## src/exec_types_pkg.sv

```systemverilog
// Data widths of the execute stage, fixed by RV32
// Word and double-word vectors are plain unsigned logic
`default_nettype none

package exec_types_pkg;

  // ------------------------------
  // Widths
  // ------------------------------
  localparam int XLEN     = 32;  // One machine word
  localparam int MD_STEPS = 32;  // Mul/div iterations, one per operand bit

  // Operand or result word
  typedef logic [XLEN-1:0]   word_t;

  // Mul/div result, low word in [31:0], high word in [63:32]
  typedef logic [2*XLEN-1:0] dword_t;

  // Step counter, wide enough for MD_STEPS
  typedef logic [5:0]        step_t;

endpackage

`default_nettype wire

```

## src/exec_ops_pkg.sv

```systemverilog
// Function codes of the ALU and of the mul/div unit
// Top-level fn_t holds either code, mul/div codes in the low 3 bits
`default_nettype none

package exec_ops_pkg;

  // ------------------------------
  // ALU functions
  // ------------------------------
  typedef logic [3:0] alu_fn_t;

  localparam alu_fn_t ALU_ADD = 4'd0;
  localparam alu_fn_t ALU_SUB = 4'd1;
  localparam alu_fn_t ALU_SLL = 4'd2;
  localparam alu_fn_t ALU_OR  = 4'd3;
  localparam alu_fn_t ALU_LT  = 4'd4;   // Signed compare
  localparam alu_fn_t ALU_LTU = 4'd5;   // Unsigned compare
  localparam alu_fn_t ALU_AND = 4'd6;
  localparam alu_fn_t ALU_XOR = 4'd7;
  localparam alu_fn_t ALU_NOR = 4'd8;
  localparam alu_fn_t ALU_SRL = 4'd9;
  localparam alu_fn_t ALU_SRA = 4'd10;

  // ------------------------------
  // Mul/div functions
  // ------------------------------
  typedef logic [2:0] md_fn_t;

  localparam md_fn_t MD_MUL  = 3'd0;  // Low word of product
  localparam md_fn_t MD_DIV  = 3'd1;
  localparam md_fn_t MD_DIVU = 3'd2;
  localparam md_fn_t MD_REM  = 3'd3;  // Takes high word
  localparam md_fn_t MD_REMU = 3'd4;  // Takes high word

  // Top-level function code
  typedef logic [3:0] fn_t;

endpackage

`default_nettype wire

```

## src/md_if.sv

```systemverilog
// Mul/div request and response, val/rdy on each side
// Responder holds resp_val and resp_result until resp_rdy
`timescale 1ns/1ps
`default_nettype none

interface md_if
  import exec_types_pkg::*, exec_ops_pkg::*;
();

  logic   req_val;
  logic   req_rdy;
  md_fn_t req_fn;
  word_t  req_a;       // Dividend or multiplicand
  word_t  req_b;       // Divisor or multiplier
  logic   resp_val;
  logic   resp_rdy;
  dword_t resp_result; // {remainder, quotient} or product

  modport requester (output req_val, req_fn, req_a, req_b, resp_rdy,
                     input  req_rdy, resp_val, resp_result);

  modport responder (input  req_val, req_fn, req_a, req_b, resp_rdy,
                     output req_rdy, resp_val, resp_result);

endinterface

`default_nettype wire

```

## src/exec_alu.sv

```systemverilog
// Single-cycle integer ALU, purely combinational
// Shift amount is in1[4:0]; undefined codes give zero
`timescale 1ns/1ps
`default_nettype none

module exec_alu
  import exec_types_pkg::*, exec_ops_pkg::*;
(
  input  word_t   in0,
  input  word_t   in1,
  input  alu_fn_t fn,
  output word_t   out
);

  logic [4:0] shamt;
  logic       lt_s;
  logic       lt_u;

  assign shamt = in1[4:0];                   // RV32 shifts ignore upper bits
  assign lt_s  = $signed(in0) < $signed(in1);
  assign lt_u  = in0 < in1;

  // ------------------------------
  // Function select
  // ------------------------------
  always_comb begin
    case (fn)
      ALU_ADD: out = in0 + in1;
      ALU_SUB: out = in0 - in1;
      ALU_SLL: out = in0 << shamt;
      ALU_OR:  out = in0 | in1;
      ALU_LT:  out = {{(XLEN-1){1'b0}}, lt_s};  // 1 or 0
      ALU_LTU: out = {{(XLEN-1){1'b0}}, lt_u};
      ALU_AND: out = in0 & in1;
      ALU_XOR: out = in0 ^ in1;
      ALU_NOR: out = ~(in0 | in1);
      ALU_SRL: out = in0 >> shamt;             // Zero fill
      ALU_SRA: out = word_t'($signed(in0) >>> shamt);  // Sign fill
      default: out = '0;
    endcase
  end

endmodule

`default_nettype wire

```

## src/exec_muldiv.sv

```systemverilog
// Iterative mul/div, one request at a time, 32 steps plus handshake
// Works on magnitudes and fixes signs on the way out
// Div by zero gives q = all ones, r = dividend (RISC-V rules)
`timescale 1ns/1ps
`default_nettype none

module exec_muldiv
  import exec_types_pkg::*, exec_ops_pkg::*;
(
  input  logic clk,
  input  logic reset,
  md_if.responder md
);

  typedef enum logic [1:0] {IDLE, BUSY, DONE} md_state_e;

  md_state_e       state;
  step_t           cnt;
  dword_t          acc;        // {hi, lo} working register
  word_t           opnd;       // Addend for mul, divisor for div
  logic            is_mul;
  logic            neg_lo;     // Product sign for mul, quotient sign for div
  logic            neg_hi;     // Remainder sign
  logic            signed_fn;
  logic            sa, sb;
  word_t           a_mag, b_mag;
  logic            req_fire, resp_fire;
  logic [XLEN:0]   mul_sum;    // One carry bit
  logic [XLEN:0]   div_diff;   // Bit XLEN is the borrow
  dword_t          mul_next, div_next;

  assign req_fire  = md.req_val && md.req_rdy;
  assign resp_fire = md.resp_val && md.resp_rdy;

  // ------------------------------
  // Request decode
  // ------------------------------
  always_comb begin
    case (md.req_fn)
      MD_MUL, MD_DIV, MD_REM: signed_fn = 1'b1;
      MD_DIVU, MD_REMU:       signed_fn = 1'b0;
      default:                signed_fn = 1'b0;
    endcase
    sa    = signed_fn && md.req_a[XLEN-1];
    sb    = signed_fn && md.req_b[XLEN-1];
    a_mag = sa ? word_t'(-md.req_a) : md.req_a;  // 0x80000000 stays as is
    b_mag = sb ? word_t'(-md.req_b) : md.req_b;
  end

  // ------------------------------
  // One step of each algorithm
  // ------------------------------
  // Shift-add, multiplier sits in lo and drains out the bottom
  assign mul_sum  = {1'b0, acc[2*XLEN-1:XLEN]} + (acc[0] ? {1'b0, opnd} : '0);
  assign mul_next = {mul_sum, acc[XLEN-1:1]};

  // Restoring divide, trial subtract of the shifted partial remainder
  assign div_diff = {acc[2*XLEN-1:XLEN], acc[XLEN-1]} - {1'b0, opnd};
  assign div_next = div_diff[XLEN] ? {acc[2*XLEN-2:0], 1'b0}         // Restore
                                   : {div_diff[XLEN-1:0], acc[XLEN-2:0], 1'b1};

  // FSM
  always_ff @(posedge clk) begin
    if (reset) begin
      state <= IDLE;
      cnt   <= '0;
    end else begin
      case (state)
        IDLE: if (req_fire) begin
          state <= BUSY;
          cnt   <= '0;
        end
        BUSY: begin
          cnt <= cnt + step_t'(1);
          if (cnt == step_t'(MD_STEPS - 1)) state <= DONE;
        end
        DONE: if (resp_fire) state <= IDLE;  // Held until taken
        default: state <= IDLE;
      endcase
    end
  end

  // Operand latch and iteration
  always_ff @(posedge clk) begin
    if (req_fire) begin
      is_mul <= (md.req_fn == MD_MUL);
      neg_hi <= sa;                          // Only read for div and rem
      // No quotient negate on /0, keeps all ones
      neg_lo <= (sa ^ sb) && ((md.req_fn == MD_MUL) || (md.req_b != '0));
      opnd   <= (md.req_fn == MD_MUL) ? a_mag : b_mag;
      acc    <= {word_t'(0), (md.req_fn == MD_MUL) ? b_mag : a_mag};
    end else if (state == BUSY) begin
      acc <= is_mul ? mul_next : div_next;
    end
  end

  // ------------------------------
  // Response with sign fix
  // ------------------------------
  assign md.req_rdy     = (state == IDLE);
  assign md.resp_val    = (state == DONE);
  assign md.resp_result = is_mul ? (neg_lo ? dword_t'(-acc) : acc)
                        : {neg_hi ? word_t'(-acc[2*XLEN-1:XLEN]) : acc[2*XLEN-1:XLEN],
                           neg_lo ? word_t'(-acc[XLEN-1:0])      : acc[XLEN-1:0]};

  a_resp_after_all_steps: assert property (@(posedge clk) disable iff (reset)
    md.resp_val |-> cnt == step_t'(MD_STEPS))
    else $error("mul/div response before all steps ran");

  a_req_starts_busy: assert property (@(posedge clk) disable iff (reset)
    req_fire |=> state == BUSY && !md.req_rdy)
    else $error("mul/div accepted a request outside idle");

endmodule

`default_nettype wire

```

## src/exec_result_stage.sv

```systemverilog
// Accepts one op per op_val & op_rdy, ALU or mul/div
// Only one mul/div in flight; op_rdy stays low until its result
`timescale 1ns/1ps
`default_nettype none

module exec_result_stage
  import exec_types_pkg::*, exec_ops_pkg::*;
(
  input  logic  clk,
  input  logic  reset,
  input  logic  op_val,
  input  logic  op_is_md,
  input  fn_t   op_fn,
  input  word_t op_a,
  input  word_t op_b,
  input  word_t alu_out,
  md_if.requester md,
  output logic  op_rdy,
  output word_t result,
  output logic  result_val
);

  logic pending;   // Mul/div issued, response not yet back
  logic take_hi;   // rem/remu take the high word
  logic accept;
  logic alu_fire;
  logic md_fire;
  logic resp_fire;

  assign op_rdy    = !pending;
  assign accept    = op_val && op_rdy;
  assign alu_fire  = accept && !op_is_md;
  assign md_fire   = accept && op_is_md;
  assign resp_fire = md.resp_val && md.resp_rdy;

  // ------------------------------
  // Request side
  // ------------------------------
  assign md.req_val  = md_fire;       // Transfers in the accept cycle
  assign md.req_fn   = op_fn[2:0];
  assign md.req_a    = op_a;
  assign md.req_b    = op_b;
  assign md.resp_rdy = 1'b1;          // X-to-M register always takes it

  // Control
  always_ff @(posedge clk) begin
    if (reset) begin
      pending    <= 1'b0;
      result_val <= 1'b0;
    end else begin
      result_val <= alu_fire || resp_fire;  // One-cycle pulse
      if (md_fire)
        pending <= 1'b1;
      else if (resp_fire)
        pending <= 1'b0;
    end
  end

  // X-to-M result register
  always_ff @(posedge clk) begin
    if (md_fire)
      take_hi <= (op_fn[2:0] == MD_REM) || (op_fn[2:0] == MD_REMU);
    if (alu_fire)
      result <= alu_out;
    else if (resp_fire)
      result <= take_hi ? md.resp_result[2*XLEN-1:XLEN] : md.resp_result[XLEN-1:0];
  end

  a_one_in_flight: assert property (@(posedge clk) disable iff (reset)
    md.req_val |-> md.req_rdy)
    else $error("mul/div request while one is pending");

  a_resp_when_pending: assert property (@(posedge clk) disable iff (reset)
    md.resp_val |-> pending)
    else $error("mul/div response with nothing pending");

endmodule

`default_nettype wire

```

## src/exec_unit.sv

```systemverilog
// Execute stage top, ALU and mul/div side by side
// op_val is ignored while op_rdy is low; hold the op and retry
`timescale 1ns/1ps
`default_nettype none

module exec_unit
  import exec_types_pkg::*, exec_ops_pkg::*;
(
  input  logic  clk,
  input  logic  reset,
  input  logic  op_val,      // One-cycle strobe
  input  logic  op_is_md,
  input  fn_t   op_fn,
  input  word_t op_a,
  input  word_t op_b,
  output logic  op_rdy,      // Level
  output word_t result,
  output logic  result_val   // One-cycle pulse
);

  word_t alu_out;

  md_if i_md ();

  exec_alu i_alu (
    .in0 (op_a),
    .in1 (op_b),
    .fn  (op_fn),            // Low four bits are the ALU code
    .out (alu_out)
  );

  exec_muldiv i_muldiv (
    .clk   (clk),
    .reset (reset),
    .md    (i_md)
  );

  exec_result_stage i_result (
    .clk (clk), .reset (reset),
    .op_val (op_val), .op_is_md (op_is_md), .op_fn (op_fn),
    .op_a (op_a), .op_b (op_b), .alu_out (alu_out), .md (i_md),
    .op_rdy (op_rdy), .result (result), .result_val (result_val)
  );

endmodule

`default_nettype wire

```

## config.mk

```make
export PLATFORM = sky130hd
export DESIGN_NAME = exec_unit
export DESIGN_NICKNAME = d
export VERILOG_FILES = /design/src/exec_types_pkg.sv /design/src/exec_ops_pkg.sv /design/src/md_if.sv /design/src/exec_alu.sv /design/src/exec_muldiv.sv /design/src/exec_result_stage.sv /design/src/exec_unit.sv
export SDC_FILE = /design/constraint.sdc
export NUM_CORES = 1
export LEC_CHECK = 0
export BUFFER_PORTS_ARGS = -buffer_cell sky130_fd_sc_hd__buf_2
export CORE_AREA = 2 2 226 228
export CTS_CLUSTER_DIAMETER = 150
export DETAILED_ROUTE_END_ITERATION = 7
export DIE_AREA = 0 0 228 230
export PLACE_DENSITY = 0.72
export SYNTH_ARGS = -nofsm -noshare
export SYNTH_HDL_FRONTEND = slang
export SYNTH_SLANG_ARGS = --single-unit
```

## constraint.sdc

```tcl
create_clock -name clk -period 4.6 [get_ports clk]
set_input_delay 0.46 -clock clk [delete_from_list [all_inputs] [get_ports clk]]
set_output_delay 0.46 -clock clk [all_outputs]
set_load 0.01 [all_outputs]
```

Word-level counts from Yosys, hierarchy flattened --
Cells that the tools add are included. W data, S select, Z words.
Operators by class: $add $sub $neg 10, order comparisons 2, equality and inequality tests 18, shift operators 3, mux-type cells 25, bitwise operators 5, reductions and logical operators 23
Operators by type and width (number):
- $mux W32 | 12
- $pmux W32 S11 | 1
- $mux W64 | 4
- $neg A32 Y32 | 4
- $lt A32 B32 Y1 | 2
- $neg A64 Y64 | 1
- $add A32 B32 Y33 | 1
- $sub A33 B32 Y33 | 1
- $add A32 B32 Y32 | 1
- $and A32 B32 Y32 | 1
- $not A32 Y32 | 1
- $or A32 B32 Y32 | 1
- $reduce_bool A32 Y1 | 1
- $shl A32 B5 Y32 | 1
- $shr A32 B5 Y32 | 1
- $sshr A32 B5 Y32 | 1
- $sub A32 B32 Y32 | 1
- $xor A32 B32 Y32 | 1
- $eq A4 B3 Y1 const B | 4
- $eq A4 B4 Y1 const B | 3
- $pmux W6 S2 | 1
- $eq A4 B2 Y1 const B | 2
- $reduce_bool A2 Y1 | 4
- $logic_and A1 B1 Y1 | 7
- 22 further kinds | 29
Storage, ports and cells: register bits after elaboration 142, input bits 72, output and inout bits 34, word-level logic and storage cells 98

Depth between registers and ports, before layout --
Gate-level depths: netlist of the first run.
depth after elaboration 7, mapped depth 17

Hierarchy --
From an unflattened synthesis of the first run, not the netlist that was laid out.
Unflattened totals: cells, all modules 3022, area total of the unflattened synthesis 22846.9 sq um
Modules (own cells, without submodules):
- exec_muldiv | times used 1, cells an instance 1535, area an instance 11687.5 sq um, seq. area each 2812.7 sq um
- exec_alu | times used 1, cells an instance 1300, area an instance 8630.8 sq um, seq. area each 0.0 sq um
- exec_result_stage | times used 1, cells an instance 187, area an instance 2528.7 sq um, seq. area each 1031.0 sq um

Least setup slack after synthesis of the first run --
No wires, ideal clock.
path kind in2reg, start input port op_b[2], end register i_result.result[26] (data pin), library setup time 275 ps, arrival time 4558 ps, data required time 4325 ps, path slack -233 ps, stages 17, path buffers 5, cells stage by stage clkbuf_1 -> clkinv_1 -> buf_1 -> clkbuf_1 -> buf_1 -> ha_1 -> buf_6 -> nor2b_4 -> o21ai_1 -> a311o_1 -> a211oi_2 -> o41ai_2 -> o31a_1 -> o31a_1 -> xnor2_1 -> a2111oi_0 -> o22ai_1
On the way: word-level cells in the longest chain between the ends 3, elaborated cells on any way between the ends 7, classes of those cells add/sub: 2; shift: 3; mux: 2
RTL lines:
- from (decl) | RTL line exec_unit.sv:15 | input word_t op_b,
- $sub A32 B32 Y32 (tied with other cells) | RTL line exec_alu.sv:29 | ALU_SUB: out = in0 - in1;
- $pmux W32 S11 * | RTL line exec_alu.sv:27 | case (fn)
- $mux W32 * | RTL line exec_result_stage.sv:63 | if (alu_fire)
- to (signal assigned) | RTL line exec_result_stage.sv:64 | result <= alu_out;
- to (signal assigned) | RTL line exec_result_stage.sv:66 | result <= take_hi ? md.resp_result[2*XLEN-1:XLEN] : md.resp_result[XLEN-1:0];
- to (decl) | RTL line exec_result_stage.sv:19 | output word_t result,
Mark *: on every way between the ends. The rest lies on a longest branch, timed or not. A chain may end at the register's enable or synchronous reset.

Final worst setup path of the first run --
start register i_muldiv.acc[38], end register i_result.result[27] (data pin)
On the way: word-level cells in the longest chain between the ends 6, elaborated cells on any way between the ends 8, classes of those cells add/sub: 2; mux: 6
RTL lines:
- from (decl) | RTL line exec_muldiv.sv:19 | dword_t acc;
- from (signal assigned) | RTL line exec_muldiv.sv:91 | acc <= {word_t'(0), (md.req_fn == MD_MUL) ? b_mag : a_mag};
- from (signal assigned) | RTL line exec_muldiv.sv:93 | acc <= is_mul ? mul_next : div_next;
- $neg A64 Y64 / $neg A32 Y32 (equally long branches) | RTL line exec_muldiv.sv:102, exec_muldiv.sv:103
- $mux W64 / $mux W32 (equally long branches) | RTL line exec_muldiv.sv:102, exec_muldiv.sv:103
- $mux W64 * | RTL line exec_muldiv.sv:102 | assign md.resp_result = is_mul ? (neg_lo ? dword_t'(-acc) : acc)
- $mux W32 * | RTL line exec_result_stage.sv:66
- $mux W32 * | RTL line exec_result_stage.sv:65 | else if (resp_fire)
- $mux W32 * | RTL line exec_result_stage.sv:63
Mark *: on every way between the ends. The rest lies on a longest branch, timed or not. The select of a mux whose other input is x is not followed.

==> impl_metrics.csv, run 1 <==
group,metric,value,unit
run_status,status,"finished, final reports clean",
global_route,gr-total-overflow,0,
logic_synthesis,synth_area_per_cell,7.53,µm²
critical_path,r2r_end,"i_result.result[27]",
final_layout,final_common_cell,"nor2_1",
drt,dr.pass1.iters,6,
timing,fmax,0.250,GHz
clock_tree,cts.sinks,142,
floorplan,initial_core_util,0.446,
logic_synthesis,synth_xor_area_frac,0.0728,
logic_synthesis,ys_ff_latch,142,
global_route,grt_pass1_vias,22300,
clock_tree,cts-buffers-inserted,17,
drt,via_per_inst,6.60,
timing,final_max_slew_viol_count,0,
critical_path,startpoint_type,"register",
timing,rsz0062_at_grt,"false",
clock_tree,path_clk_slew,0.07,ns
logic_synthesis,yosysWarnings,0,
drt,drc_errors,0,
clock_tree,clockRootBuffer,"clkbuf_16",
global_route,antenna_found_initial,5,
timing,period_minus_slack,4.00,ns
floorplan,row_count,82,
critical_path,reg2reg_from,"i_muldiv.acc[38]",
final_layout,final_cell_count_no_fill,3658,
drt,wl,94800,µm
logic_synthesis,synth_cell_type_count,103,
final_layout,fin_nets,3217,
power_and_ir_drop,total_power,7.57,mW
logic_synthesis,synth_ff_type,"edfxtp_1",
critical_path,arrival,4.19,ns
timing,timing.hold.ws,0.300,ns
clock_tree,worstSkewPairLatency,0.46,ns
hold_path,hold_path_end,"i_muldiv.state[0]",
drt,num_vias,24100,
final_layout,most-common-layout-cells,"312 x nor2_1, 297 x a21oi_1, 272 x nand2_1, 173 x ha_1, 169 x o21ai_0",
logic_synthesis,synthCells,2955,
drt,ant_nets,0,
timing,tightest_slew,1.10,ns
clock_tree,ctsHoldBuffers,0,
logic_synthesis,synth_top_family_by_area,"compound AO/OA/AOI/OAI gates",
global_route,grt_max_degree,64,
floorplan,die_h,230,µm
timing,finalClockSkew,0.0141,ns
drt,drt-initial-drc-count,3197,
logic_synthesis,syn_nets,3204,
critical_path,path_max_fanout,9,
place,io_buffers,105,
power_and_ir_drop,p_leak,10.1,nW
floorplan,die-area,52400,µm²
global_route,grt_pass1_wl,141000,µm
critical_path,r2r_slack,0.60,ns
place,place_congestion,1.08,
power_and_ir_drop,cellPowerDensity,312,nW/µm²
critical_path,end_kind,"register",
logic_synthesis,synth_simple_gate_area_frac,0.193,
logic_synthesis,synth_adder_area_share,0.101,
final_layout,layout-drive-gt1-share,0.117,
critical_path,path_class,"reg -> reg",
drt,routedWlPerCell,25.9,µm
floorplan,die_x,228,µm
clock_tree,cts_resized,0,
logic_synthesis,synth-edff-count,100,
place,dp_cells,3621,
critical_path,worst_r2r_path_depth,10,
place,placed_area,23700,µm²
clock_tree,cts_setup_buffers,0,
logic_synthesis,synthMuxAreaShare,0.117,
place,hpwl,74000,µm
floorplan,coreArea,49900,µm²
logic_synthesis,syn-cell-area,22300,µm²
clock_tree,htreeDepth,4,
global_route,grt_usage,0.350,
job,cap_viol_max_count,0,
power_and_ir_drop,vdd_ir_drop_max,0.278,mV
timing,finalSetupViolations,0,
hold_path,hold_path_class,"in -> reg",
hold_path,hold_depth,2,
logic_synthesis,synth_seq_area_share,0.173,
timing,setup_tns,0,ns
timing,hold_viol,0,
critical_path,crit_required,4.78,ns
final_layout,stdcell_area,24300,µm²
logic_synthesis,async_flop_share,0,
final_layout,synthToLayoutAreaGrowth,8.99,%
hold_path,hp-start,"reset",
timing,fin_crit_sh,0.871,
timing,max_slew_margin,0.264,
clock_tree,cts_tree,"built",
logic_synthesis,synth-compound-area-share,0.279,
clock_tree,clockBufferDepth,2,
floorplan,ioPinCount,106,
stage by stage:
step           utilization  setup WS [ns]
2_1_floorplan            -         0.0945
3_3_place_gp         0.474          0.364
3_5_place_dp         0.474          0.313
4_1_cts              0.486          0.701
5_1_grt              0.486          0.412
6_report             0.486          0.596
synthesized netlist by cell type (all sizes together) (23+ instances only):
| master | instances | area (µm²) |
|---|---|---|
| a211oi | 23 | 178 |
| a21o | 50 | 375 |
| a21oi | 297 | 1490 |
| a221oi | 23 | 208 |
| a22oi | 35 | 263 |
| a31oi | 38 | 238 |
| buf | 46 | 218 |
| clkbuf | 165 | 619 |
| dfxtp | 42 | 841 |
| edfxtp | 100 | 3000 |
| ha | 173 | 2160 |
| inv | 155 | 582 |
| mux2i | 130 | 1300 |
| mux4 | 55 | 1240 |
| nand2 | 272 | 1020 |
| nand2b | 35 | 219 |
| nand3 | 74 | 370 |
| nor2 | 315 | 1180 |
| nor2b | 25 | 166 |
| nor3 | 50 | 260 |
| nor4 | 35 | 244 |
| o211ai | 28 | 210 |
| o21ai | 209 | 1050 |
| o22ai | 33 | 206 |
| o31ai | 27 | 226 |
| or3 | 26 | 168 |
| xnor2 | 128 | 1120 |
| xor2 | 57 | 499 |
metal layers:
layer / track usage / share of wire / vias up / routed length, µm
met1: 0.443 / 0.39 / 11400 / 36600
met2: 0.566 / 0.45 / 1498 / 42700
li1: - / - / 10900 / -
met3: 0.0538 / 0.096 / 337 / 9130
met5: 0 / 0 / - / 0
met4: 0.207 / 0.068 / 0 / 6420
power breakdown:
part	internal [mW]	switching, mW	total (mW)	leakage, nW
Clock	0.751	0.672	1.42	0.282
Combinational	1.63	2.62	4.24	8.50
Sequential	1.58	0.329	1.91	1.28
Total	3.96	3.62	7.57	10.1
how the worst max path moves through the flow:
stage                                 from             endpoint  slack, ns  depth (start not counted)
final                     i_muldiv.acc[38]  i_result.result[27]       0.60                         10
after floorplan                    op_b[3]  i_result.result[26]       0.09                         17
after global placement             op_a[4]  i_result.result[26]       0.36                         13
after global routing       i_muldiv.acc[6]  i_result.result[31]       0.41                         10
after detailed placement           op_a[4]  i_result.result[26]       0.31                         13
after CTS                 i_muldiv.acc[32]     i_muldiv.acc[36]       0.70                         13
logic make-up after synthesis:
kind of cell / after synthesis
compound gates: 964
xor+xnor: 185
fa+ha+maj: 177
buf+inv: 370
flops: 142
mux: 190
simple gates: 927
worst max-delay path: stages, from the launching register on:
cell and delay [ns]:
dfxtp_1 0.44, nor4_1 0.96, nand2b_1 0.18, or3_1 0.47, nor4b_1 0.65, nand3_1 0.15
a21oi_1 0.22, xor2_1 0.19, nand2_1 0.07, o211ai_1 0.21, o221ai_1 0.19
registers in the layout, indices dropped and copies added (netlist names):
signal and count:
i_result.take_hi 1, i_muldiv.is_mul 1, i_muldiv.opnd 32, i_result.result 32, i_muldiv.cnt 6, i_result.pending 1
i_muldiv.neg_hi 1, i_muldiv.acc 64, i_result.result_val 1, i_muldiv.neg_lo 1, i_muldiv.state 2
area by class of cell:
| type | count | area [µm²] |
|---|---|---|
| Antenna cell | 5 | 12.5 |
| Clock buffer | 18 | 450 |
| Clock inverter | 14 | 139 |
| Fill cell | 5073 | 25600 |
| Inverter | 159 | 597 |
| Multi-Input combinational cell | 2443 | 17000 |
| Sequential cell | 142 | 3840 |
| Tap cell | 672 | 841 |
| Timing Repair Buffer | 205 | 1330 |
(Power assumes the default switching activity.)
==> inputs of run 2 (changes only) <==
==> constraint.sdc (replaced) <==
create_clock -name clk -period 3.2 [get_ports clk]
set_input_delay 0.32 -clock clk [delete_from_list [all_inputs] [get_ports clk]]
set_output_delay 0.32 -clock clk [all_outputs]
set_load 0.01 [all_outputs]
==> run 2 against run 1 <==
The flow now finishes with violations (negative setup slack). Final area is 22% higher. Flip-flop and latch count stayed put. Hold slack worse by 0.12 ns. Die area stayed put. Total power is 72% higher. Cell count is 15% higher. Critical path type unchanged. Highest routed layer unchanged.
==> impl_metrics.csv, run 2 (same netlist as run 1, synthesis figures left out) <==
group,metric,value,unit
final_layout,synthToLayoutAreaGrowth,33.5,%
clock_tree,ctsHoldBuffers,0,
run_status,violations,"negative setup slack",
power_and_ir_drop,vdd_ir_drop_max,0.329,mV
global_route,grt_max_degree,64,
job,cap_viol_max_count,0,
timing,tightest_slew,0.938,ns
timing,final_max_slew_viol_count,0,
timing,timing.hold.ws,0.178,ns
clock_tree,cts_tree,"built",
final_layout,fin_nets,3780,
power_and_ir_drop,total_power,13.0,mW
global_route,grt_usage,0.377,
clock_tree,htreeDepth,4,
hold_path,hold_path_class,"in -> reg",
critical_path,crit_required,3.54,ns
critical_path,startpoint_type,"register",
clock_tree,worstSkewPairLatency,0.46,ns
floorplan,initial_core_util,0.446,
power_and_ir_drop,switching_power,5.82,mW
drt,drt-initial-drc-count,3342,
floorplan,ioPinCount,106,
critical_path,path_class,"reg -> reg",
critical_path,path_max_fanout,11,
timing,fin_crit_sh,1.03,
timing,fmax,0.305,GHz
power_and_ir_drop,p_clk_frac,0.154,
timing,hold_viol,0,
floorplan,die_h,230,µm
timing,period_minus_slack,3.28,ns
place,io_buffers,105,
clock_tree,clockRootBuffer,"clkbuf_16",
final_layout,final_common_cell,"buf_4",
critical_path,end_kind,"register",
final_layout,regMostFlops,"i_muldiv.acc",
power_and_ir_drop,cellPowerDensity,437,nW/µm²
timing,max_slew_margin,0.371,
final_layout,diodes,0,
global_route,gr-total-overflow,0,
power_and_ir_drop,switching_share,0.448,
power_and_ir_drop,p_comb_frac,0.652,
power_and_ir_drop,p_int,7.18,mW
critical_path,arrival,3.62,ns
drt,ant_nets,0,
timing,worst_slack,-0.0802,ns
floorplan,die-area,52400,µm²
drt,num_vias,26700,
drt,via_per_inst,6.33,
run_status,status,"finished with violations",
global_route,grt_pass1_wl,152000,µm
clock_tree,clockBufferDepth,2,
floorplan,die_x,228,µm
timing,rsz0062_at_grt,"true",
final_layout,layout-drive-gt1-share,0.298,
drt,wl,103000,µm
clock_tree,cts-buffers-inserted,17,
clock_tree,cts.sinks,142,
timing,finalClockSkew,0.0158,ns
timing,finalSetupViolations,17,
drt,dr.pass1.iters,7,
place,hpwl,80500,µm
power_and_ir_drop,p_seq_frac,0.195,
final_layout,largest_reg_flops,64,
final_layout,most-common-layout-cells,"629 x buf_4, 306 x nor2_1, 270 x nand2_1, 261 x a21oi_1, 162 x ha_1",
global_route,grt_pass1_vias,25500,
clock_tree,path_clk_slew,0.06,ns
floorplan,row_count,82,
drt,routedWlPerCell,24.5,µm
place,place_congestion,1.07,
timing,setup_tns,-0.581,ns
drt,drc_errors,0,
global_route,antenna_found_initial,1,
floorplan,coreArea,49900,µm²
power_and_ir_drop,p_leak,13.1,nW
final_layout,reg.largest.list,"i_muldiv.acc (64), i_muldiv.opnd (32), i_result.result (32)",
final_layout,fillers,4554,
==> run 2: changes by cell type in the layout (fill, tap and decap cells not counted), moves of 7 or more <==
cell / before / now
ha_1: 173 / 162
inv_2: 5 / 14
a2111oi_0: 12 / 5
inv_1: 152 / 138
a21oi_1: 297 / 261
buf_4: 98 / 629
ha_4: 0 / 10
a21oi_2: 0 / 33
o21ai_0: 169 / 161
buf_12: 4 / 17
buf_6: 0 / 18
o21ai_2: 1 / 10
==> run 2: layer usage <==
metal	up-vias	share of wire	GRT usage
met5	-	0	0
li1	12100	-	-
met3	443	0.10	0.0680
met1	12400	0.37	0.459
met2	1754	0.44	0.609
met4	0	0.084	0.252
==> run 2: through the flow <==
stage / cells / utilization / setup slack (ns) / cell area [µm²]
CTS: 4186 / 0.577 / -0.0495 / 28800
global placement: 4145 / 0.558 / -0.437 / 27800
floorplan: 2955 / - / -0.356 / 22600
finish: 4216 / 0.596 / -0.0802 / 29700
detailed placement: 4145 / 0.558 / -0.590 / 27800
global route: 4216 / 0.596 / -0.253 / 29700
==> run 2: path summary, 6_finish.rpt <==
path / start / to / slack (ns) / cells after the start
min reg2reg: i_result.pending / i_result.pending / 0.46 / 2
max reg2reg: i_muldiv.acc[0] / i_muldiv.acc[63] / -0.08 / 15
min: reset / i_result.result_val / 0.18 / 2
max: i_muldiv.acc[0] / i_muldiv.acc[63] / -0.08 / 15
==> run 2: layout make-up <==
| cell class | count | area [µm²] | share of cell area |
|---|---|---|---|
| sequential | 142 | 3840 | 0.129 |
| tap | 672 | 841 | 0.0283 |
| inverter | 159 | 622 | 0.0209 |
| timing repair buffer | 768 | 5900 | 0.199 |
| multi-input combinational | 2443 | 17900 | 0.604 |
| clock buffer | 22 | 464 | 0.0156 |
| clock inverter | 10 | 104 | 0.00350 |
==> run 2: power groups by stage <==
stage          Combinational [mW]  Clock [mW]  Sequential [mW]
4_1_cts                      7.76        2.00             2.51
5_1_grt                      9.00        2.07             2.55
6_report                     8.46        2.00             2.53
3_5_place_dp                 7.44           0             2.54
2_1_floorplan                4.35           0             2.55
3_3_place_gp                 7.40           0             2.54
==> run 2: critical path, cell delays in order, from the launching register on <==
cell and delay (ns):
edfxtp_1 0.44, inv_2 0.17, buf_12 0.15, buf_16 0.14
nor2_1 0.05, ha_1 0.38, o21ai_0 0.24, a21oi_1 0.11
o21ai_0 0.26, nand2_1 0.10, a31o_2 0.31, nand2_4 0.10
o31ai_4 0.07, a2111oi_2 0.39, a2bb2oi_1 0.20, a21oi_1 0.05
==> run 2: what timing repair did <==
| item | in CTS | in global routing |
|---|---|---|
| hold endpoints to repair | 0 | 0 |
| endpoints found under the setup margin | 49 | 57 |
| pin swaps | 24 | 104 |
| buffers inserted | 9 | 31 |
| resized for setup | 65 | 149 |
| cloned | 2 | 2 |
